**src/verilog/fb_defines.svh**
```systemverilog
`ifndef FB_DEFINES_SVH
`define FB_DEFINES_SVH

// picture size in pixels
`define FB_COLS     128
`define FB_ROWS     128

// one pixel address, row in the upper half and column in the lower half
`define FB_ADDR_W   14

`define FB_H_FRONT  8     // pixels after the active area
`define FB_H_SYNC   16
`define FB_H_BACK   8
`define FB_H_TOTAL  (`FB_COLS + `FB_H_FRONT + `FB_H_SYNC + `FB_H_BACK)

// vertical timing in whole lines, a frame of 136 lines is 21760 clocks
`define FB_V_FRONT  2
`define FB_V_SYNC   2
`define FB_V_BACK   4
`define FB_V_TOTAL  (`FB_ROWS + `FB_V_FRONT + `FB_V_SYNC + `FB_V_BACK)

`endif

```
**src/verilog/fb_pkg.sv**
```systemverilog
`include "fb_defines.svh"

package fb_pkg;

   // same 14 bits seen as a memory index or as row and column
   // rc[1] is the row and rc[0] the column, so row-major order is the flat index
   typedef union packed {
      logic [`FB_ADDR_W-1:0]          flat;   // plane memory index
      logic [1:0][`FB_ADDR_W/2-1:0]   rc;     // row, column
   } pix_addr_u;

   // one bit per plane
   // bit 2 red, bit 1 green, bit 0 blue
   typedef logic [2:0] rgb_t;

endpackage

```
**src/verilog/fb_scan_if.sv**
```systemverilog
`timescale 1ns/1ns

interface fb_scan_if;
   import fb_pkg::*;

   logic      hsync;    // active low
   logic      vsync;    // active low
   logic      active;   // position lies inside the picture
   pix_addr_u addr;     // current scan position

   // driven by the scan timing stage
   modport source (
      output hsync,
      output vsync,
      output active,
      output addr
   );

   // read by later pipeline stages
   modport sink (
      input hsync,
      input vsync,
      input active,
      input addr
   );

endinterface

```
**src/verilog/pixel_stage.sv**
```systemverilog
`timescale 1ns/1ns

module pixel_stage (
   input  logic         clk,
   input  logic         arst_n,
   fb_scan_if.sink      scan,
   input  fb_pkg::rgb_t plane_bits,
   output logic         hsync,
   output logic         vsync,
   output logic         de,
   output fb_pkg::rgb_t color
);
   logic hsync_d;
   logic vsync_d;
   logic active_d;   // lines up with the RAM read data

   // controls wait one clock for the plane memories
   always_ff @(posedge clk or negedge arst_n) begin
      if (!arst_n) begin
         hsync_d  <= 1'b1;
         vsync_d  <= 1'b1;
         active_d <= 1'b0;
      end else begin
         hsync_d  <= scan.hsync;
         vsync_d  <= scan.vsync;
         active_d <= scan.active;
      end
   end

   // output registers
   always_ff @(posedge clk or negedge arst_n) begin
      if (!arst_n) begin
         hsync <= 1'b1;
         vsync <= 1'b1;
         de    <= 1'b0;
         color <= '0;
      end else begin
         hsync <= hsync_d;
         vsync <= vsync_d;
         de    <= active_d;
         color <= active_d ? plane_bits : '0;   // black during blanking
      end
   end

   sync_outside_active: assert property (
      @(posedge clk) disable iff (!arst_n)
      de |-> (hsync && vsync)
   ) else $error("sync pulse inside the active area");

endmodule

```
**src/flat_wrapper.sv**
```systemverilog
// flat-port wrapper written by rule: the top's interface ports become plain ports
module pixel_stage_flat 
  (clk, arst_n, plane_bits, hsync, vsync, de, color, scan_hsync, scan_vsync, scan_active, scan_addr);
  fb_scan_if scan_i ();
  input  logic clk;
  input  logic arst_n;
  input  fb_pkg::rgb_t plane_bits;
  output logic hsync;
  output logic vsync;
  output logic de;
  output fb_pkg::rgb_t color;
  input wire logic [$bits(scan_i.hsync)-1:0] scan_hsync;
  input wire logic [$bits(scan_i.vsync)-1:0] scan_vsync;
  input wire logic [$bits(scan_i.active)-1:0] scan_active;
  input wire logic [$bits(scan_i.addr)-1:0] scan_addr;
  assign scan_i.hsync = scan_hsync;
  assign scan_i.vsync = scan_vsync;
  assign scan_i.active = scan_active;
  assign scan_i.addr = scan_addr;
  pixel_stage u_core (.clk(clk), .arst_n(arst_n), .scan(scan_i), .plane_bits(plane_bits), .hsync(hsync), .vsync(vsync), .de(de), .color(color));
endmodule
```
**config.mk**
```make
export PLATFORM = sky130hd
export DESIGN_NAME = pixel_stage_flat
export DESIGN_NICKNAME = d
export VERILOG_FILES = /design/src/verilog/fb_pkg.sv /design/src/verilog/fb_scan_if.sv /design/src/verilog/pixel_stage.sv /design/src/flat_wrapper.sv
export VERILOG_INCLUDE_DIRS = /design/src /design/src/verilog
export SDC_FILE = /design/constraint.sdc
export NUM_CORES = 1
export LEC_CHECK = 0
export BUFFER_PORTS_ARGS = -buffer_cell sky130_fd_sc_hd__buf_2
export CAP_MARGIN = 20
export CORE_AREA = 2 2 39 41
export CTS_CLUSTER_SIZE = 28
export DETAILED_ROUTE_END_ITERATION = 10
export DIE_AREA = 0 0 41 43
export PLACE_DENSITY = 0.57
export SETUP_SLACK_MARGIN = 0.2
export SLEW_MARGIN = 20
export SYNTH_ARGS = -nofsm -noshare
export SYNTH_HDL_FRONTEND = slang
export SYNTH_SLANG_ARGS = --single-unit
```
**constraint.sdc**
```tcl
create_clock -name clk -period 0.8 [get_ports clk]
set_input_delay 0.16 -clock clk [delete_from_list [all_inputs] [get_ports clk]]
set_output_delay 0.16 -clock clk [all_outputs]
set_load 0.1 [all_outputs]
```
==> flow_metrics.tcl <==
set metrics [dict create \
    gr-total-overflow 0 \
    yosysWarnings 0 \
    die-area_mm2 0.00176 \
    synthCells 12 \
    antennaDiodeCount 0 \
    required_ns 0.64 \
    die_h_um 43 \
    fp-row-count 14 \
    synth_area_um2 249 \
    path_clk_slew_ns 0.05 \
    tightest_slew_ns 0.177 \
    worstSetupEndpointType "primary output" \
    worst-path-buf-inv 1 \
    synth_seq_cells 9 \
    cp_max_fo 1 \
    syn_avg_cell_area_um2 20.7 \
    violations "setup timing" \
    start_kind "register" \
    path_cells "buf_12" \
    start_util_pct 18.0 \
    viasPerCell 3.46 \
    core_area_mm2 0.00138 \
    power_mw 1.06 \
    totalWireLength_um 420 \
    syn_nets 34 \
    grt_pass1_wl_um 655 \
    vias 159 \
    syn2layout_area_growth_pct 93.0 \
    ios 28 \
    fin_ws_ns -0.401 \
    slowest_stage "dfstp_4" \
    cts-htree-levels 1 \
    ant_nets 0 \
    post_cts_resized 0 \
    dpl_worst_slack_ns -0.133 \
    wl_per_cell_um 9.13 \
    finalSetupViolCount 6 \
    hold_class "input port to register" \
    final.period_utilization_pct 150 \
    rsz0062_at_grt "true" \
    gp_congestion 0.645 \
    synth_cell_types 3 \
    grt_pass1_vias 152 \
    max-slew-margin-rel_pct 88.2 \
    hold_violations 0 \
    holdWs_ns 0.00626 \
    clock_sinks 9 \
    seq_area_frac_synth_pct 92.5 \
    slowest_delay_ns 0.62 \
    cts_buffers 3 \
    crit_family "flip-flops" \
    cts_tree "built" \
    fill_cells 131 \
    vdd_ir_drop_max_mv 0.672 \
    finClkSkew_ns 0.00164 \
    p_leak_nw 0.209 \
    maxCapViolCount 0 \
    antenna_found_initial 0 \
    ctsHoldBuffers 1 \
    num-nets-final 53 \
    final_common_cell "buf_2" \
    outcome "complete, but fails checks" \
    p_per_area_mw_per_mm2 2210 \
    fmax_ghz 0.833 \
    die_w_um 41 \
    drt-initial-drc-count 1 \
    dr.pass1.iters 2 \
    min_period_ns 1.20 \
    insertion_delay_ns 0.25 \
    path_class "register to primary output" \
    cts.path.max_buffers 2 \
    drive_gt1_share_pct 80.0 \
    grt.total_usage_pct 6.76 \
    remaining_drc_errors 0 \
    crit_arrival_ns 1.04 \
    port_buffers 13 \
    cts_root_buf "clkbuf_4" \
    most-common-layout-cells "buf_2 (7), buf_12 (6), and2_1 (3), clkbuf_4 (3), dfrtp_4 (3)" \
    grt_max_degree 10 \
    drv_slew 0 \
]
-- layer usage --
| metal | share of wire (%) | vias to the layer above | routed length (um) | global-route usage [%] |
|---|---|---|---|---|
| li1 | - | 72 | - | - |
| met1 | 42 | 71 | 177 | 7.22 |
| met2 | 40 | 16 | 168 | 7.50 |
| met3 | 18 | 0 | 74 | 6.28 |
| met4 | 0 | 0 | 0 | 6.00 |
| met5 | 0 | - | 0 | 0 |
-- kinds of logic (layout without fill, tap and decap cells) --
| family | Yosys count | in the layout | synth area share, % |
|---|---|---|---|
| buf+inv | 0 | 18 | 0 |
| flops | 9 | 9 | 92.5 |
| simple gates | 3 | 3 | 7.54 |
-- through the flow --
stage               setup TNS, ns  instance area (um2)  util, %  cells
floorplan                  -0.245                  269        -     12
CTS                         -1.88                  480     34.7     46
finish                      -1.77                  480     34.7     46
detailed placement         -0.260                  444     32.1     41
global route                -1.96                  480     34.7     46
global placement           -0.254                  444     32.1     41
-- registers in the layout (all words and copies together), names as in the netlist --
| signal | cells |
|---|---|
| u_core.vsync_d | 1 |
| u_core.hsync_d | 1 |
| u_core.vsync | 1 |
| u_core.active_d | 1 |
| u_core.de | 1 |
| u_core.color | 3 |
| u_core.hsync | 1 |
-- final timing paths --
check | from | end | slack [ns] | cells after the start
max reg2reg | u_core.active_d | u_core.color[0] | 0.15 | 1
max in group asynchronous | arst_n | u_core.vsync_d | 0.28 | 2
min in group asynchronous | arst_n | u_core.active_d | 0.29 | 2
max | u_core.vsync | vsync | -0.40 | 1
min | scan_vsync | u_core.vsync_d | 0.006 | 1
min reg2reg | u_core.hsync_d | u_core.hsync | 0.36 | 0
-- final cells by class --
class                           instances  area (um2)  area share, %
Timing Repair Buffer                   14         165           34.4
Multi-Input combinational cell          3        18.8           3.91
Clock buffer                            4        26.3           5.47
Sequential cell                         9         250           52.1
Tap cell                               16        20.0           4.17
-- report_power, final --
| group | switching, mW | total (mW) | internal, mW |
|---|---|---|---|
| clock network | 0.143 | 0.334 | 0.191 |
| registers | 0.0160 | 0.511 | 0.495 |
| logic | 0.137 | 0.216 | 0.0788 |
| total | 0.296 | 1.06 | 0.765 |
-- cell usage after synthesis --
cell | instances | area, um2
dfstp_2 | 4 | 105
dfrtp_1 | 5 | 125
and2_1 | 3 | 18.8
-- timing repair --
item	in CTS	in global routing
buffers inserted	0	0
setup endpoints to repair	9	9
hold endpoints to repair	11	3
(Power assumes the default switching activity.)
