<file path="src/verilog/fb_defines.svh">
`ifndef FB_DEFINES_SVH
`define FB_DEFINES_SVH

// picture size in pixels
`define FB_COLS     128
`define FB_ROWS     128

// one pixel address, row in the upper half and column in the lower half
`define FB_ADDR_W   14

`define FB_H_FRONT  8     // pixels after the active area
`define FB_H_SYNC   16
`define FB_H_BACK   8
`define FB_H_TOTAL  (`FB_COLS + `FB_H_FRONT + `FB_H_SYNC + `FB_H_BACK)

// vertical timing in whole lines, a frame of 136 lines is 21760 clocks
`define FB_V_FRONT  2
`define FB_V_SYNC   2
`define FB_V_BACK   4
`define FB_V_TOTAL  (`FB_ROWS + `FB_V_FRONT + `FB_V_SYNC + `FB_V_BACK)

`endif

</file>
<file path="src/verilog/fb_pkg.sv">
`include "fb_defines.svh"

package fb_pkg;

   // same 14 bits seen as a memory index or as row and column
   // rc[1] is the row and rc[0] the column, so row-major order is the flat index
   typedef union packed {
      logic [`FB_ADDR_W-1:0]          flat;   // plane memory index
      logic [1:0][`FB_ADDR_W/2-1:0]   rc;     // row, column
   } pix_addr_u;

   // one bit per plane
   // bit 2 red, bit 1 green, bit 0 blue
   typedef logic [2:0] rgb_t;

endpackage

</file>
<file path="src/verilog/fb_scan_if.sv">
`timescale 1ns/1ns

interface fb_scan_if;
   import fb_pkg::*;

   logic      hsync;    // active low
   logic      vsync;    // active low
   logic      active;   // position lies inside the picture
   pix_addr_u addr;     // current scan position

   // driven by the scan timing stage
   modport source (
      output hsync,
      output vsync,
      output active,
      output addr
   );

   // read by later pipeline stages
   modport sink (
      input hsync,
      input vsync,
      input active,
      input addr
   );

endinterface

</file>
<file path="src/verilog/scan_timing.sv">
`timescale 1ns/1ns
`include "fb_defines.svh"

module scan_timing (
   input logic       clk,
   input logic       arst_n,
   fb_scan_if.source scan
);
   localparam int H_W   = $clog2(`FB_H_TOTAL);
   localparam int V_W   = $clog2(`FB_V_TOTAL);
   localparam int COL_W = `FB_ADDR_W / 2;

   localparam int HS_START = `FB_COLS + `FB_H_FRONT;   // first pixel of hsync
   localparam int HS_END   = HS_START + `FB_H_SYNC;
   localparam int VS_START = `FB_ROWS + `FB_V_FRONT;   // first line of vsync
   localparam int VS_END   = VS_START + `FB_V_SYNC;

   logic [H_W-1:0] h_cnt;   // pixel within line
   logic [V_W-1:0] v_cnt;   // line within frame
   logic           h_wrap;
   logic           v_wrap;

   assign h_wrap = (h_cnt == H_W'(`FB_H_TOTAL - 1));
   assign v_wrap = (v_cnt == V_W'(`FB_V_TOTAL - 1));

   always_ff @(posedge clk or negedge arst_n) begin
      if (!arst_n) begin
         h_cnt <= '0;
         v_cnt <= '0;
      end else begin
         h_cnt <= h_wrap ? '0 : h_cnt + 1'b1;
         if (h_wrap) begin
            v_cnt <= v_wrap ? '0 : v_cnt + 1'b1;   // step once per line
         end
      end
   end

   // position is decoded straight from the counters, no extra delay
   always_comb begin
      scan.hsync  = !((h_cnt >= H_W'(HS_START)) && (h_cnt < H_W'(HS_END)));
      scan.vsync  = !((v_cnt >= V_W'(VS_START)) && (v_cnt < V_W'(VS_END)));
      scan.active = (h_cnt < H_W'(`FB_COLS)) && (v_cnt < V_W'(`FB_ROWS));
      scan.addr.rc[1] = v_cnt[COL_W-1:0];   // row
      scan.addr.rc[0] = h_cnt[COL_W-1:0];   // column
   end

   hsync_width: assert property (
      @(posedge clk) disable iff (!arst_n)
      $fell(scan.hsync) |=> (!scan.hsync) [* (`FB_H_SYNC - 1)] ##1 scan.hsync
   ) else $error("hsync pulse is not %0d cycles long", `FB_H_SYNC);

endmodule

</file>
<file path="src/flat_wrapper.sv">
// flat-port wrapper written by rule: the top's interface ports become plain ports
module scan_timing_flat 
  (clk, arst_n, scan_hsync, scan_vsync, scan_active, scan_addr);
  fb_scan_if scan_i ();
  input logic clk;
  input logic arst_n;
  output wire logic [$bits(scan_i.hsync)-1:0] scan_hsync;
  output wire logic [$bits(scan_i.vsync)-1:0] scan_vsync;
  output wire logic [$bits(scan_i.active)-1:0] scan_active;
  output wire logic [$bits(scan_i.addr)-1:0] scan_addr;
  assign scan_hsync = scan_i.hsync;
  assign scan_vsync = scan_i.vsync;
  assign scan_active = scan_i.active;
  assign scan_addr = scan_i.addr;
  scan_timing u_core (.clk(clk), .arst_n(arst_n), .scan(scan_i));
endmodule
</file>
<file path="config.mk">
export PLATFORM = sky130hd
export DESIGN_NAME = scan_timing_flat
export DESIGN_NICKNAME = d
export VERILOG_FILES = /design/src/verilog/fb_pkg.sv /design/src/verilog/fb_scan_if.sv /design/src/verilog/scan_timing.sv /design/src/flat_wrapper.sv
export VERILOG_INCLUDE_DIRS = /design/src /design/src/verilog
export SDC_FILE = /design/constraint.sdc
export NUM_CORES = 1
export LEC_CHECK = 0
export BUFFER_PORTS_ARGS = -buffer_cell sky130_fd_sc_hd__buf_4
export CAP_MARGIN = 20
export CORE_MARGIN = 3
export CORE_UTILIZATION = 56
export CTS_CLUSTER_DIAMETER = 60
export CTS_CLUSTER_SIZE = 28
export DETAILED_ROUTE_END_ITERATION = 12
export PLACE_DENSITY = 0.82
export SLEW_MARGIN = 15
export SYNTH_ARGS = -nofsm -noshare
export SYNTH_HDL_FRONTEND = slang
export SYNTH_SLANG_ARGS = --single-unit
</file>
<file path="constraint.sdc">
create_clock -name clk -period 2.7 [get_ports clk]
set_input_delay 0.405 -clock clk [delete_from_list [all_inputs] [get_ports clk]]
set_output_delay 0.405 -clock clk [all_outputs]
set_load 0.01 [all_outputs]
</file>
==> results of run 1 <==
==> area by class of cell <==
type,instances,area (um^2)
clock buffers,4,36.3
fillers,110,420
inverters,1,3.75
multi-input cells,56,374
flip-flops and latches,16,400
well taps,15,18.8
repair buffers,19,145
==> worst max-delay path by stage <==
stage	to	depth (start not counted)	startpoint
floorplan	u_core.v_cnt[7]	6	u_core.h_cnt[0]
global placement	u_core.v_cnt[3]	4	u_core.v_cnt[4]
detailed placement	u_core.v_cnt[7]	5	u_core.h_cnt[0]
CTS	scan_vsync	3	u_core.v_cnt[4]
global route	scan_vsync	3	u_core.v_cnt[4]
finish	scan_vsync	3	u_core.v_cnt[4]
==> cell usage in the layout, fill, tap and decap left out, types with 3 or more instances in the layout <==
master	n
xnor2_1	6
nand2_1	8
nand3_1	6
dfrtp_1	16
clkbuf_4	3
xor2_1	4
nor2_1	7
buf_4	18
nand4_1	5
==> routing by layer <==
metal / up-vias / part of all wire [%] / GRT usage, %
li1: 304 / - / -
met1: 301 / 47 / 23.9
met2: 30 / 45 / 26.6
met3: 4 / 6.6 / 3.91
met4: 0 / 1.6 / 6.82
met5: - / 0 / 0
==> what timing repair did <==
action | 4_1_cts | 5_1_grt
endpoints found under the setup margin | 0 | 0
hold buffers | 1 | 0
hold endpoints to repair | 16 | 0
resized for setup | 0 | 0
==> cells by family (layout without fill, tap and decap cells) <==
| logic type | after synthesis | count (layout) | share of synthesized area, % |
|---|---|---|---|
| simple gates | 37 | 37 | 23.3 |
| flops | 16 | 16 | 44.6 |
| buf+inv | 16 | 24 | 13.8 |
| xor+xnor | 10 | 10 | 9.75 |
| compound gates | 5 | 5 | 3.48 |
| fa+ha+maj | 2 | 2 | 2.79 |
| mux | 2 | 2 | 2.37 |
==> state kept, by name, summed over array words and instances, names as in the netlist <==
name          count
u_core.h_cnt      8
u_core.v_cnt      8
==> metrics by stage <==
step / hold WS [ns] / area, um^2 / util (%) / setup WS (ns)
global placement: 0.272 / 932 / 66.6 / 1.20
detailed placement: 0.274 / 932 / 66.6 / 1.14
floorplan: 0.109 / 898 / - / 1.22
finish: 0.508 / 978 / 69.9 / 0.842
CTS: 0.512 / 978 / 69.9 / 0.867
global route: 0.514 / 978 / 69.9 / 0.749
==> critical path, cell delays in order, from the launching register on <==
cell,delay (ns)
dfrtp_1,0.45
nor4_1,0.40
nand4b_1,0.15
buf_4,0.17
==> power breakdown <==
part / switching [uW] / leakage [uW] / total [uW] / internal [uW]
clock network: 75.8 / 0.0000210 / 158 / 82.0
registers: 0 / 0.000209 / 239 / 239
logic: 4.57 / 0.000250 / 6.51 / 1.93
total: 80.4 / 0.000480 / 404 / 323
==> impl_metrics.toml, run 1 <==
[sta]
fin_crit_ns = 1.86
period_share_pct = 68.8
maxSlewHeadroom_pct = 75.9
rsz0062_at_grt = "false"
hold_viol = 0
finClkSkew_ns = 0.00342
drv_slew = 0
worst_pin_slew_ns = 0.359
fmax_mhz = 538
setup_viol = 0
finalSetupTns_ns = 0

[clock_network]
cts_sinks = 16
cts_root_buffer = "clkbuf_4"
clock_latency_ns = 0.28
cts_buffers = 3
post_cts_buffers = 0
htree_levels = 1
max-clock-path-buffers = 2
cts.reportedPaths.clkPinSlew_ns = 0.10
cts_tree = "done"

[routing]
ant_nets = 0
via_count = 639
first_iter_violations = 20
wirelength_um = 1600
drc = 0
wire_per_inst_um = 14.4
viasPerCell = 5.76
dr.pass1.iters = 4

[grt]
grt_overflow = 0
antenna_found_initial = 0
grt_pass1_wl_um = 2650
grt_pass1_vias = 596
grt_max_degree = 17
track_usage_pct = 17.5

[critical_path]
r2r_slack_ns = 1.09
critPathKind = "reg2out"
rr_startpoint = "u_core.h_cnt[0]"
start_kind = "flip-flop"
required_ns = 2.30
cp_max_fo = 6
critical_path_arrival_ns = 1.45
end_kind = "output pin"
reg2reg_to = "u_core.v_cnt[7]"
worstRegToRegCells = 5

[floorplanning]
die-area_um2 = 2120
initial_core_util_pct = 64.2
rows = 13
die_w_um = 46.1
core_um2 = 1400
die_y_um = 46.1
io_pins = 19

[yosys]
syn_inst = 88
synth_warnings = 0
synth_most_common_cell = "dfrtp_1"
synth_cell_types = 27
netlist_area_um2 = 898
synth_area_leaders = "dfrtp_1, buf_4, xnor2_1"
synth-edff-count = 0
synth_top_area_share_pct = 44.6
ys_ff_latch = 16
async_flop_share_pct = 100
yosysTopAreaCell = "dfrtp_1"
yosysSeqAreaShare_pct = 44.6
avgSynthCellArea_um2 = 10.2
synth_ff_type = "dfrtp_1"
netlist_top_cells_count = "dfrtp_1, buf_4, nand2_1, nor2_1"
syn_nets = 92

[layout]
fin_nets = 101
layout-drive-gt1-share_pct = 29.2
final_cell_count_no_fill = 111
synthToLayoutAreaGrowth_pct = 8.91
n_antenna_cell = 0

[pwr]
fin_total_pwr_uw = 404
cellLeakagePower_uw = 0.000480
vdd_drop_max_uv = 263
p_per_area_nw_per_um2 = 413

[place]
io_buffers = 18
place_congestion = 0.777
placedCellCount = 106
dp_hpwl_um = 1140

[run_status]
status = "completed"

[min_path]
hp-class = "in2async"

[run]
cap_violations = 0
(Power assumes the default switching activity.)
==> run 2, diff against run 1 <==
--- a/config.mk
+++ b/config.mk
@@ -6,14 +6,16 @@
 export SDC_FILE = /design/constraint.sdc
 export NUM_CORES = 1
 export LEC_CHECK = 0
+export ABC_AREA = 1
 export BUFFER_PORTS_ARGS = -buffer_cell sky130_fd_sc_hd__buf_4
 export CAP_MARGIN = 20
+export CORE_ASPECT_RATIO = 1.4
 export CORE_MARGIN = 3
-export CORE_UTILIZATION = 56
+export CORE_UTILIZATION = 48
 export CTS_CLUSTER_DIAMETER = 60
 export CTS_CLUSTER_SIZE = 28
 export DETAILED_ROUTE_END_ITERATION = 12
-export PLACE_DENSITY = 0.82
+export PLACE_DENSITY = 0.73
 export SLEW_MARGIN = 15
 export SYNTH_ARGS = -nofsm -noshare
 export SYNTH_HDL_FRONTEND = slang
==> constraint.sdc (replaced) <==
create_clock -name clk -period 1.6 [get_ports clk]
set_input_delay 0.24 -clock clk [delete_from_list [all_inputs] [get_ports clk]]
set_output_delay 0.24 -clock clk [all_outputs]
set_load 0.01 [all_outputs]
==> impl_metrics.toml, run 2 <==
[clock_network]
cts_sinks = 16
cts_tree = "done"
cts.reportedPaths.clkPinSlew_ns = 0.09
htree_levels = 1
cts_buffers = 3
cts_root_buffer = "clkbuf_4"
max-clock-path-buffers = 2
clock_latency_ns = 0.30

[sta]
setup_viol = 0
maxSlewHeadroom_pct = 81.6
hold_viol = 0
fmax_mhz = 651
finClkSkew_ns = 0.000575
worst_pin_slew_ns = 0.274
drv_slew = 0
finalSetupTns_ns = 0
fin_crit_ns = 1.54
period_share_pct = 96.0

[routing]
dr.pass1.iters = 4
wirelength_um = 1800
wire_per_inst_um = 12.0
viasPerCell = 4.88
via_count = 732
ant_nets = 0
first_iter_violations = 8
drc = 0

[yosys]
yosysSeqAreaShare_pct = 40.3
synth-edff-count = 0
synth_warnings = 0
avgSynthCellArea_um2 = 8.22
netlist_area_um2 = 995
synth_area_leaders = "dfrtp_1, buf_4, nand2_1"
yosysTopAreaCell = "dfrtp_1"
synth_most_common_cell = "nand2_1"
netlist_top_cells_count = "nand2_1, dfrtp_1, buf_4, inv_1, nor2_1"
syn_inst = 121
async_flop_share_pct = 100
syn_nets = 125
synth_cell_types = 21
ys_ff_latch = 16
synth_ff_type = "dfrtp_1"
synth_top_area_share_pct = 40.3

[critical_path]
cp_slowest_stage_delay_ns = 0.45
critical_path_arrival_ns = 1.30
r2r_slack_ns = 0.15
crit_chain = "inv_2 > nand2_1 > nor2_1 > nand4_1 > buf_4"
start_kind = "flip-flop"
required_ns = 1.36
critPathKind = "reg2out"
cp_max_fo = 4
slowest_stage = "dfrtp_1"
end_kind = "output pin"

[grt]
grt_pass1_wl_um = 2900
grt_overflow = 0
grt_max_degree = 17
grt_pass1_vias = 676
antenna_found_initial = 0
track_usage_pct = 14.8

[floorplanning]
die_w_um = 44.5
die-area_um2 = 2660
die_y_um = 59.9
core_um2 = 1870
initial_core_util_pct = 53.2
io_pins = 19
rows = 18

[pwr]
p_per_area_nw_per_um2 = 638
pwr-share-clk_pct = 39.9
swShare_pct = 21.0
vdd_drop_max_uv = 456
p_seq_share_pct = 58.5
cellLeakagePower_uw = 0.000557
comb_power_share_pct = 1.6
p_int_uw = 546
p_sw_uw = 145

[run]
cap_violations = 0

[min_path]
hp-class = "in2async"

[layout]
layout-drive-gt1-share_pct = 30.8
final_cell_count_no_fill = 150
n_antenna_cell = 0
final_common_cell = "nand2_1"
mostFrequentLayoutCells = "nand2_1, buf_4, dfrtp_1, nor2_1, inv_1"
largestRegisters = "u_core.h_cnt (8), u_core.v_cnt (8)"
fin_nets = 135
design_area_um2 = 1080
synthToLayoutAreaGrowth_pct = 8.93

[place]
io_buffers = 18
placedCellCount = 144
dp_hpwl_um = 1350
placed_cell_area_um2 = 1030
place_congestion = 0.835

[run_status]
status = "completed"
[run 2: worst max-delay path, delay by kind of cell, from the launching register on]
kind | cells | cell delay, ns
and+or+nand+nor | 3 | 0.30
DFF | 1 | 0.45
buffers and inverters | 2 | 0.25
[run 2: worst paths after layout]
kind                                  from              end  depth (start not counted)
max reg2reg                u_core.h_cnt[0]  u_core.v_cnt[2]                          7
min in group clk           u_core.h_cnt[0]  u_core.h_cnt[0]                          1
max                        u_core.v_cnt[6]       scan_vsync                          5
min reg2reg                u_core.h_cnt[0]  u_core.h_cnt[0]                          1
min                                 arst_n  u_core.h_cnt[1]                          2
max in group asynchronous           arst_n  u_core.v_cnt[5]                          2
[run 2: cell families (layout without fill, tap and decap cells)]
logic type               Yosys count  after routing  share of synthesized area [%]
adder cells (fa/ha/maj)            2              2                           2.52
AND/OR/NAND/NOR                   58             58                           28.3
XOR/XNOR                           6              6                           5.28
AO/OA/AOI/OAI                      8              8                           5.03
buffers and inverters             31             40                           18.6
flip-flops                        16             16                           40.3
[run 2: power groups by stage]
stage | sequential, uW | clock (uW) | combinational (uW)
3_3_place_gp | 412 | 0 | 9.98
3_5_place_dp | 412 | 0 | 10.2
5_1_grt | 404 | 296 | 13.3
6_report | 404 | 276 | 11.4
2_1_floorplan | 412 | 0 | 0.000308
4_1_cts | 404 | 285 | 12.1
[run 2: layer usage]
metal / up-vias / global-route usage, % / wire length, um / share of wire (%)
met5: - / 0 / 0 / 0
met4: 0 / 7.76 / 49 / 2.7
met3: 5 / 2.71 / 78 / 4.3
met2: 16 / 25.3 / 940 / 52
met1: 330 / 17.2 / 733 / 41
li1: 381 / - / - / -
[run 2: cell type report]
type	instances	area, um^2
Clock buffer	4	36.3
Fill cell	174	786
Inverter	16	60.1
Multi-Input combinational cell	74	409
Sequential cell	16	400
Tap cell	20	25.0
Timing Repair Buffer	20	153
[run 2: timing repair]
action | 4_1_cts | 5_1_grt
setup buffers | 0 | 1
hold buffers | 1 | 0
resized for setup | 0 | 2
endpoints found under the setup margin | 0 | 1
endpoints found under the hold margin | 16 | 0
[run 2: stage by stage]
stage | total power [uW] | utilization [%] | setup slack (ns) | hold WS (ns)
floorplan | 412 | - | 0.348 | -0.0556
global placement | 422 | 55.1 | 0.218 | 0.111
detailed placement | 422 | 55.1 | 0.167 | 0.113
CTS | 702 | 57.6 | 0.0226 | 0.331
global route | 714 | 58.0 | -0.0176 | 0.338
finish | 691 | 58.0 | 0.0645 | 0.328
