$ cat config.mk
export PLATFORM = sky130hd
export DESIGN_NAME = host_write
export DESIGN_NICKNAME = d
export VERILOG_FILES = /design/src/verilog/fb_pkg.sv /design/src/verilog/host_write.sv
export VERILOG_INCLUDE_DIRS = /design/src /design/src/verilog
export SDC_FILE = /design/constraint.sdc
export NUM_CORES = 1
export LEC_CHECK = 0
export BUFFER_PORTS_ARGS = -buffer_cell sky130_fd_sc_hd__buf_2
export CORE_MARGIN = 5
export CORE_UTILIZATION = 34
export DETAILED_ROUTE_END_ITERATION = 10
export GPL_TIMING_DRIVEN = 0
export PLACE_DENSITY_LB_ADDON = 0.2
export SKIP_CTS_REPAIR_TIMING = 1
export SYNTH_ARGS = -nofsm -noshare
export SYNTH_HDL_FRONTEND = slang
export SYNTH_SLANG_ARGS = --single-unit
$ cat constraint.sdc
create_clock -name clk -period 1.1 [get_ports clk]
set_clock_uncertainty 0.15 [all_clocks]
set_input_delay 0.11 -clock clk [delete_from_list [all_inputs] [get_ports clk]]
set_output_delay 0.11 -clock clk [all_outputs]
set_load 0.02 [all_outputs]
$ cat src/verilog/fb_defines.svh
`ifndef FB_DEFINES_SVH
`define FB_DEFINES_SVH

// picture size in pixels
`define FB_COLS     128
`define FB_ROWS     128

// one pixel address, row in the upper half and column in the lower half
`define FB_ADDR_W   14

`define FB_H_FRONT  8     // pixels after the active area
`define FB_H_SYNC   16
`define FB_H_BACK   8
`define FB_H_TOTAL  (`FB_COLS + `FB_H_FRONT + `FB_H_SYNC + `FB_H_BACK)

// vertical timing in whole lines, a frame of 136 lines is 21760 clocks
`define FB_V_FRONT  2
`define FB_V_SYNC   2
`define FB_V_BACK   4
`define FB_V_TOTAL  (`FB_ROWS + `FB_V_FRONT + `FB_V_SYNC + `FB_V_BACK)

`endif

$ cat src/verilog/fb_pkg.sv
`include "fb_defines.svh"

package fb_pkg;

   // same 14 bits seen as a memory index or as row and column
   // rc[1] is the row and rc[0] the column, so row-major order is the flat index
   typedef union packed {
      logic [`FB_ADDR_W-1:0]          flat;   // plane memory index
      logic [1:0][`FB_ADDR_W/2-1:0]   rc;     // row, column
   } pix_addr_u;

   // one bit per plane
   // bit 2 red, bit 1 green, bit 0 blue
   typedef logic [2:0] rgb_t;

endpackage

$ cat src/verilog/host_write.sv
`timescale 1ns/1ns
`include "fb_defines.svh"

module host_write (
   input  logic                  clk,
   input  logic                  arst_n,
   input  logic                  req,
   output logic                  ack,
   input  fb_pkg::pix_addr_u     wr_addr,
   input  fb_pkg::rgb_t          wr_color,
   output logic                  mem_we,
   output logic [`FB_ADDR_W-1:0] mem_addr,
   output fb_pkg::rgb_t          mem_color
);
   localparam logic IDLE  = 1'b0;
   localparam logic ACKED = 1'b1;

   logic state;
   logic take;   // new request seen while idle

   assign take = (state == IDLE) && req;
   assign ack  = (state == ACKED);

   always_ff @(posedge clk or negedge arst_n) begin
      if (!arst_n) begin
         state  <= IDLE;
         mem_we <= 1'b0;
      end else begin
         mem_we <= take;   // single pulse on entry to ACKED
         case (state)
            IDLE: begin
               if (req) begin
                  state <= ACKED;
               end
            end
            ACKED: begin
               if (!req) begin
                  state <= IDLE;   // host released, ready for the next one
               end
            end
         endcase
      end
   end

   always_ff @(posedge clk) begin
      if (take) begin
         mem_addr  <= wr_addr.flat;
         mem_color <= wr_color;
      end
   end

   req_data_stable: assert property (
      @(posedge clk) disable iff (!arst_n)
      (req && !ack) |=> $stable(wr_addr) && $stable(wr_color)
   ) else $error("host changed address or colour during a request");

endmodule

==> impl_metrics.yaml, run 1 <==
global_routing:
  gr-total-overflow: 0
  grt_pass1_wl_mm: 1.52
  grtUsageTotal_pct: 8.18
  antenna_found_initial: 0
  grt_max_degree: 19
  grt_pass1_vias: 367
sta:
  rsz0062_at_grt: "true"
  timing.final.ws_setup_ps: -77.1
  fmax_mhz: 850
  worst_pin_slew_ps: 125
  setup_viol: 20
  min_period_over_period_pct: 107
  maxSlewHeadroom_pct: 91.6
  period_needed_ps: 1180
  drv_slew: 0
  hold_viol_final: 0
  worst_hold_slack_ps: 72.8
final_layout:
  final_cell_mix: "25 x buf_2, 20 x dlygate4sd3_1, 17 x edfxtp_1, 13 x buf_6, 3 x clkbuf_4"
  n_antenna_cell: 0
  fin_cells: 99
  final_common_cell: "buf_2"
  drive_gt1_share_pct: 54.2
  syn2layout_area_growth_pct: 94.1
  nets: 104
floorplanning:
  num_rows: 14
  initial_utilization_pct: 36.8
  dieArea_sq_um: 2610
  die_y_microns: 51.1
  io_pins: 39
  die-width_microns: 51.1
  coreArea_sq_um: 1560
placement:
  portBuffers: 38
  globalplace.congestion: 0.674
  dp.cells: 74
detailed_routing:
  drt_iter0_markers: 5
  met1_length_microns: 404
  postRouteAntennaNets: 0
  firstDrtPassIters: 3
  route.top_layer_used: "met4"
  dr_wl_met2_microns: 759
  viasPerCell: 4.41
  vias: 437
  routedWlPerCell_microns: 12.9
  wl_met3_microns: 82
  drc_errors: 0
  drt-total-wl_mm: 1.28
clock_network:
  clock_path_buffers: 2
  clock_latency_ps: 290
  cts_root_buffer: "clkbuf_4"
  cts_made_buffers: 3
  path_clk_slew_ps: 110
  cts_tree: "built"
  cts_sinks: 19
  htreeDepth: 1
synth:
  synth_top_area_share_pct: 88.9
  ys_ff_latch: 19
  synth_fp_nets: 40
  yosysTopAreaCell: "edfxtp_1"
  synth_cells: 20
  syn_area_sq_um: 574
  syn_area_per_cell_sq_um: 28.7
  synth_warnings: 0
  yosysSeqAreaShare_pct: 97.6
  ys_top_cells_by_area: "edfxtp_1 89%, dfrtp_1 8.7%, nor2b_4 2.4%"
  ys_types: 3
status:
  violations: "setup timing"
  status: "finished, violations left"
critical_path:
  startpoint_type: "flip-flop"
  crit_path_end_kind: "flip-flop"
  cpPeakStageDelay_ps: 450
  crit_type: "flip-flop to flip-flop"
  critPathSlowestCell: "dfrtp_2"
  cp_data_required_time_ps: 960
  worst-endpoint-arrival_ps: 1040
  crit_fanout: 18
  crit_family: "flip-flops"
  cp_cell_sequence: "nor2b_4, buf_12"
  cp_num_buf_inv: 1
pwr:
  power.density_nw_per_um2: 1230
  peakVddDrop_mv: 0.754
  p_leak_nw: 0.477
flow_run:
  maxCapViolCount: 0
worst_hold_path:
  hold_class: "primary input to flip-flop"
## registers in the layout, indices dropped and copies added, names as in the netlist
name and count:
ack 1, mem_addr 14, mem_color 3, mem_we 1
## metal layers
metal / global-route usage, % / vias up
li1: - / 203
met1: 6.95 / 206
met2: 15.5 / 24
met3: 3.20 / 4
met4: 5.38 / 0
met5: 0 / -
## path summary, 6_finish.rpt
kind | from | end | slack [ps] | cells past startpoint
max | ack | mem_addr[2] | -80 | 2
min | req | mem_we | 70 | 3
max reg2reg | ack | mem_addr[2] | -80 | 2
min reg2reg | ack | mem_we | 500 | 2
max in group asynchronous | arst_n | ack | 140 | 3
min in group asynchronous | arst_n | ack | 520 | 3
## cell usage after synthesis
master and number:
dfrtp_1 2, edfxtp_1 17, nor2b_4 1
## cell families after synthesis
family	count (synthesis)	synth area share, %
flip-flops	19	97.6
AND/OR/NAND/NOR	1	2.40
## area by class of cell
cell class | count | area [sq um]
flip-flops and latches | 19 | 562
clock inverters | 1 | 5.00
multi-input cells | 1 | 13.8
clock buffers | 3 | 22.5
well taps | 16 | 20.0
fillers | 103 | 444
repair buffers | 59 | 492
## per-stage QoR
| step | power (mW) | util [%] | setup WS (ps) | instance area, sq um | setup TNS, ps |
|---|---|---|---|---|---|
| 2_1_floorplan | 0.898 | - | -192 | 576 | -3260 |
| 3_3_place_gp | 0.957 | 50.4 | -240 | 786 | -4100 |
| 3_5_place_dp | 0.960 | 50.4 | -253 | 786 | -4350 |
| 4_1_cts | 1.30 | 52.2 | -266 | 813 | -4670 |
| 5_1_grt | 1.46 | 71.5 | -93.0 | 1110 | -2390 |
| 6_report | 1.38 | 71.5 | -77.1 | 1110 | -1280 |
## tightest hold or removal path, stage by stage
cell,delay [ps]
buf_2,100
nor2b_4,120
buf_12,150
## power breakdown
| part | switching [mW] | internal (mW) |
|---|---|---|
| registers | 0.0122 | 0.822 |
| logic | 0.0783 | 0.121 |
| clock network | 0.208 | 0.135 |
| total | 0.299 | 1.08 |
Power figures use the tool's default switching activity.
==> run 2: changes to the inputs <==
--- a/config.mk
+++ b/config.mk
@@ -6,6 +6,7 @@
 export SDC_FILE = /design/constraint.sdc
 export NUM_CORES = 1
 export LEC_CHECK = 0
+export ABC_AREA = 1
 export BUFFER_PORTS_ARGS = -buffer_cell sky130_fd_sc_hd__buf_2
 export CORE_MARGIN = 5
 export CORE_UTILIZATION = 34
@@ -16,3 +17,4 @@
 export SYNTH_ARGS = -nofsm -noshare
 export SYNTH_HDL_FRONTEND = slang
 export SYNTH_SLANG_ARGS = --single-unit
+export TNS_END_PERCENT = 20
==> run 2 against run 1 <==
Net effect:
- the run still ends with setup timing left
- global-route usage shrank 0.27 points
- die area down 0.53%
- wire length down 2.1%
- total power decreased by 2.5%
- largest power group unchanged
==> impl_metrics.yaml, run 2 <==
critical_path:
  crit_family: "flip-flops"
  critPathSlowestCell: "dfrtp_2"
  cp_data_required_time_ps: 950
  startpoint_type: "flip-flop"
  cpPeakStageDelay_ps: 440
  reg2reg_slack_ps: -60
  worst-endpoint-arrival_ps: 1010
  crit_fanout: 15
  crit_type: "flip-flop to flip-flop"
  crit_path_end_kind: "flip-flop"
  cp_num_buf_inv: 1
  cp_cell_sequence: "nor2_4, buf_12"
synth:
  synth_top_area_share_pct: 89.5
  synth_fp_nets: 41
  yosysTopAreaCell: "edfxtp_1"
  synth-edff-count: 17
  async_reset_ff_share_pct: 10.5
  syn_area_sq_um: 571
  ys_ff_latch: 19
  ys_types: 4
  synthTopCellsByCount: "17 x edfxtp_1, 2 x dfrtp_1, 1 x inv_1, 1 x nor2_2"
  ys.flop_type: "edfxtp_1"
  synth_most_common_cell: "edfxtp_1"
  synth_warnings: 0
  synth_cells: 21
  ys_top_cells_by_area: "edfxtp_1 89%, dfrtp_1 8.8%, nor2_2 1.1%"
  yosysSeqAreaShare_pct: 98.2
  syn_area_per_cell_sq_um: 27.2
pwr:
  p_leak_nw: 0.455
  peakVddDrop_mv: 0.795
  power.density_nw_per_um2: 1290
final_layout:
  top_regs: "mem_addr: 14 flops, mem_color: 3 flops"
  fillCellCount: 114
  nets: 106
  regMostFlops: "mem_addr"
  final_cell_mix: "37 x buf_2, 20 x dlygate4sd3_1, 17 x edfxtp_1, 3 x clkbuf_4, 2 x buf_4"
  syn2layout_area_growth_pct: 82.9
  final_area_sq_um: 1040
  multiInputGateArea_sq_um: 11.3
  largest_reg_flops: 14
  final_common_cell: "buf_2"
  n_antenna_cell: 0
  drive_gt1_share_pct: 52.9
  seqCellArea_sq_um: 562
detailed_routing:
  vias: 422
  routedWlPerCell_microns: 12.4
  postRouteAntennaNets: 0
  drc_errors: 0
  viasPerCell: 4.18
  drt-total-wl_mm: 1.25
  drt_iter0_markers: 2
  firstDrtPassIters: 2
flow_run:
  maxCapViolCount: 0
clock_network:
  htreeDepth: 1
  cts_tree: "built"
  path_clk_slew_ps: 100
  cts_sinks: 19
  cts_root_buffer: "clkbuf_4"
  clock_path_buffers: 2
  cts_made_buffers: 3
  clock_latency_ps: 280
status:
  status: "finished, violations left"
  violations: "setup timing"
sta:
  rsz0062_at_grt: "true"
  fmax_mhz: 861
  timing.final.ws_setup_ps: -61.3
  worst_pin_slew_ps: 108
  maxSlewHeadroom_pct: 92.8
  period_needed_ps: 1160
  setup_viol: 18
  drv_slew: 0
  hold_viol_final: 0
  min_period_over_period_pct: 106
floorplanning:
  die-width_microns: 51.0
  dieArea_sq_um: 2600
  die_y_microns: 51.0
  coreArea_sq_um: 1540
  num_rows: 14
  initial_utilization_pct: 37.0
  io_pins: 39
placement:
  place_area_sq_um: 787
  portBuffers: 38
  pre_cts_ws_ps: -229
  globalplace.congestion: 0.725
global_routing:
  grt_pass1_vias: 350
  gr-total-overflow: 0
  grt_pass1_wl_mm: 1.57
  grtUsageTotal_pct: 7.92
  antenna_found_initial: 0
  grt_max_degree: 19
worst_hold_path:
  hold_class: "primary input to flip-flop"
## run 2: final timing paths
check | startpoint | to | cells past startpoint
max | ack | mem_addr[13] | 2
min | req | mem_we | 4
max reg2reg | ack | mem_addr[13] | 2
min reg2reg | ack | mem_we | 2
max in group asynchronous | arst_n | ack | 3
min in group asynchronous | arst_n | mem_we | 3
## run 2: kinds of logic after synthesis
group / after synthesis / share of synthesized area [%]
flops: 19 / 98.2
buf+inv: 1 / 0.657
simple gates: 1 / 1.10
## run 2: through the flow
step                hold slack, ps  std cells  utilization, %  power (mW)  setup TNS, ps
global placement              -254         75            51.1       0.958          -3560
global route                  72.8        101            67.7        1.41          -1730
finish                        76.6        101            67.7        1.34           -986
detailed placement            -253         75            51.1       0.960          -3910
CTS                           -569         79            52.8        1.29          -4230
floorplan                     -336         21               -       0.898          -2800
## run 2: report_power, final
group          switching, mW  internal [mW]
sequential           0.00715          0.821
combinational         0.0808          0.100
clock                  0.191          0.140
total                  0.279           1.06
## run 2: layout make-up
cell class	instances	share of cell area, %
sequential	19	53.8
timing repair buffer	60	40.3
clock buffer	4	2.52
tap	16	1.92
multi-input combinational	1	1.08
inverter	1	0.360
## run 2: worst register-to-register path: stages (launching register included)
cell and delay [ps]:
dfrtp_2 440, nor2_4 140, buf_12 160
## run 2: per-layer routing
layer | GRT usage, % | share of wire (%)
met1 | 7.91 | 31
met5 | 0 | 0
met3 | 2.91 | 9.3
met4 | 1.28 | 1.5
met2 | 15.5 | 58
==> run 3: changes to the inputs <==
--- a/config.mk
+++ b/config.mk
@@ -9,7 +9,7 @@
 export ABC_AREA = 1
 export BUFFER_PORTS_ARGS = -buffer_cell sky130_fd_sc_hd__buf_2
 export CORE_MARGIN = 5
-export CORE_UTILIZATION = 34
+export CORE_UTILIZATION = 41
 export DETAILED_ROUTE_END_ITERATION = 10
 export GPL_TIMING_DRIVEN = 0
 export PLACE_DENSITY_LB_ADDON = 0.2
==> constraint.sdc (replaced) <==
create_clock -name clk -period 1.36 [get_ports clk]
set_clock_uncertainty 0.15 [all_clocks]
set_input_delay 0.136 -clock clk [delete_from_list [all_inputs] [get_ports clk]]
set_output_delay 0.136 -clock clk [all_outputs]
set_load 0.02 [all_outputs]
==> run 3 against run 2 <==
Net effect:
- the flow now finishes without violations
- wire length decreased by 8.1%
- count of clock-buffer cells in the layout did not move
- final area shrank 3.1%
- fmax shrank 10%
- register-to-register slack improved by 130 ps
- combinational power down 25%
- sequential share of layout area rose by 1.6 points
- sequential cell count stayed put
- final cell count fell by 3.0%
- non-clock buffer count fell by 2
- largest power group unchanged
==> impl_metrics.yaml, run 3 (synthesized netlist as in run 2, its figures left out) <==
clock_network:
  htreeDepth: 1
  clock_latency_ps: 280
  clock_path_buffers: 2
  cts_sinks: 19
  cts_tree: "built"
  cts_root_buffer: "clkbuf_4"
  path_clk_slew_ps: 90
  cts_made_buffers: 3
detailed_routing:
  firstDrtPassIters: 4
  routedWlPerCell_microns: 11.7
  drt-total-wl_mm: 1.15
  drt_iter0_markers: 1
  drc_errors: 0
  viasPerCell: 4.10
  postRouteAntennaNets: 0
  vias: 402
sta:
  worst_pin_slew_ps: 466
  drv_slew: 0
  period_needed_ps: 1290
  fmax_mhz: 775
  maxSlewHeadroom_pct: 68.8
  fin_setup_tns_ps: 0
  rsz0062_at_grt: "false"
  min_period_over_period_pct: 94.9
  hold_viol_final: 0
  setup_viol: 0
critical_path:
  crit_path_end_kind: "flip-flop"
  cp_num_buf_inv: 0
  cp-startpoint: "ack"
  startpoint_type: "flip-flop"
  critPathSlowestCell: "dfrtp_1"
  reg2reg_from: "ack"
  cp_cell_sequence: "nor2_4"
  cp_data_required_time_ps: 1140
  crit_family: "flip-flops"
  worst-endpoint-arrival_ps: 1070
  crit_fanout: 18
  crit_type: "flip-flop to flip-flop"
  cpPeakStageDelay_ps: 410
pwr:
  power.density_nw_per_um2: 1050
  power.total_mw: 1.06
  p_leak_nw: 0.441
  peakVddDrop_mv: 0.672
final_layout:
  nets: 104
  regMostFlops: "mem_addr"
  largest_reg_flops: 14
  drive_gt1_share_pct: 50.6
  fillCellCount: 88
  final_cell_mix: "38 x buf_2, 20 x dlygate4sd3_1, 17 x edfxtp_1, 3 x clkbuf_4, 2 x dfrtp_1"
  n_antenna_cell: 0
  syn2layout_area_growth_pct: 77.2
  final_common_cell: "buf_2"
  top_regs: "mem_addr: 14 flops, mem_color: 3 flops"
global_routing:
  gr-total-overflow: 0
  grtUsageTotal_pct: 8.25
  grt_pass1_wl_mm: 1.29
  antenna_found_initial: 0
  grt_max_degree: 19
  grt_pass1_vias: 328
floorplanning:
  initial_utilization_pct: 43.8
  coreArea_sq_um: 1300
  die_y_microns: 47.3
  die-width_microns: 47.3
  dieArea_sq_um: 2240
  io_pins: 39
  num_rows: 13
flow_run:
  maxCapViolCount: 0
worst_hold_path:
  min_from: "req"
  hold_class: "primary input to flip-flop"
status:
  status: "completed"
placement:
  portBuffers: 38
  globalplace.congestion: 0.654
[run 3: changes by cell type in the layout (fill, tap and decap cells not counted), sizes merged]
| cell | previous run | this run |
|---|---|---|
| buf | 40 | 38 |
[run 3: where the power goes]
group          internal (mW)  leakage, nW  switching, mW
Clock                  0.114       0.0150          0.145
Sequential             0.664        0.184        0.00550
Combinational         0.0728        0.242         0.0633
[run 3: stage by stage]
step	worst slack [ps]	hold WS (ps)	std cells	utilization, %	cell area (sq um)
3_3_place_gp	51.6	-229	74	60.3	785
2_1_floorplan	43.5	-310	21	-	576
5_1_grt	4.03	43.5	98	77.7	1010
3_5_place_dp	42.1	-227	74	60.3	785
6_report	69.3	62.1	98	77.7	1010
4_1_cts	25.2	-535	78	62.3	811
[run 3: path summary, 6_finish.rpt]
| check | end | slack, ps | depth (start not counted) |
|---|---|---|---|
| max | mem_addr[3] | 70 | 1 |
| min | mem_we | 60 | 3 |
| max reg2reg | mem_addr[3] | 70 | 1 |
| min reg2reg | mem_we | 410 | 1 |
| max in group asynchronous | mem_we | 390 | 3 |
| min in group asynchronous | ack | 550 | 3 |
[run 3: per-layer routing]
metal	part of all wire, %	vias up	GRT usage [%]	wire length [microns]
met5	0	-	0	0
li1	-	203	-	-
met3	11	0	2.68	126
met2	55	19	15.5	634
met1	34	180	8.17	390
met4	0	0	3.31	0
[run 3: area by class of cell]
class | count | area (sq um) | share of cell area [%]
inverters | 1 | 3.75 | 0.371
well taps | 15 | 18.8 | 1.86
repair buffers | 58 | 390 | 38.6
flip-flops and latches | 19 | 561 | 55.4
clock buffers | 4 | 26.3 | 2.60
multi-input cells | 1 | 11.3 | 1.11
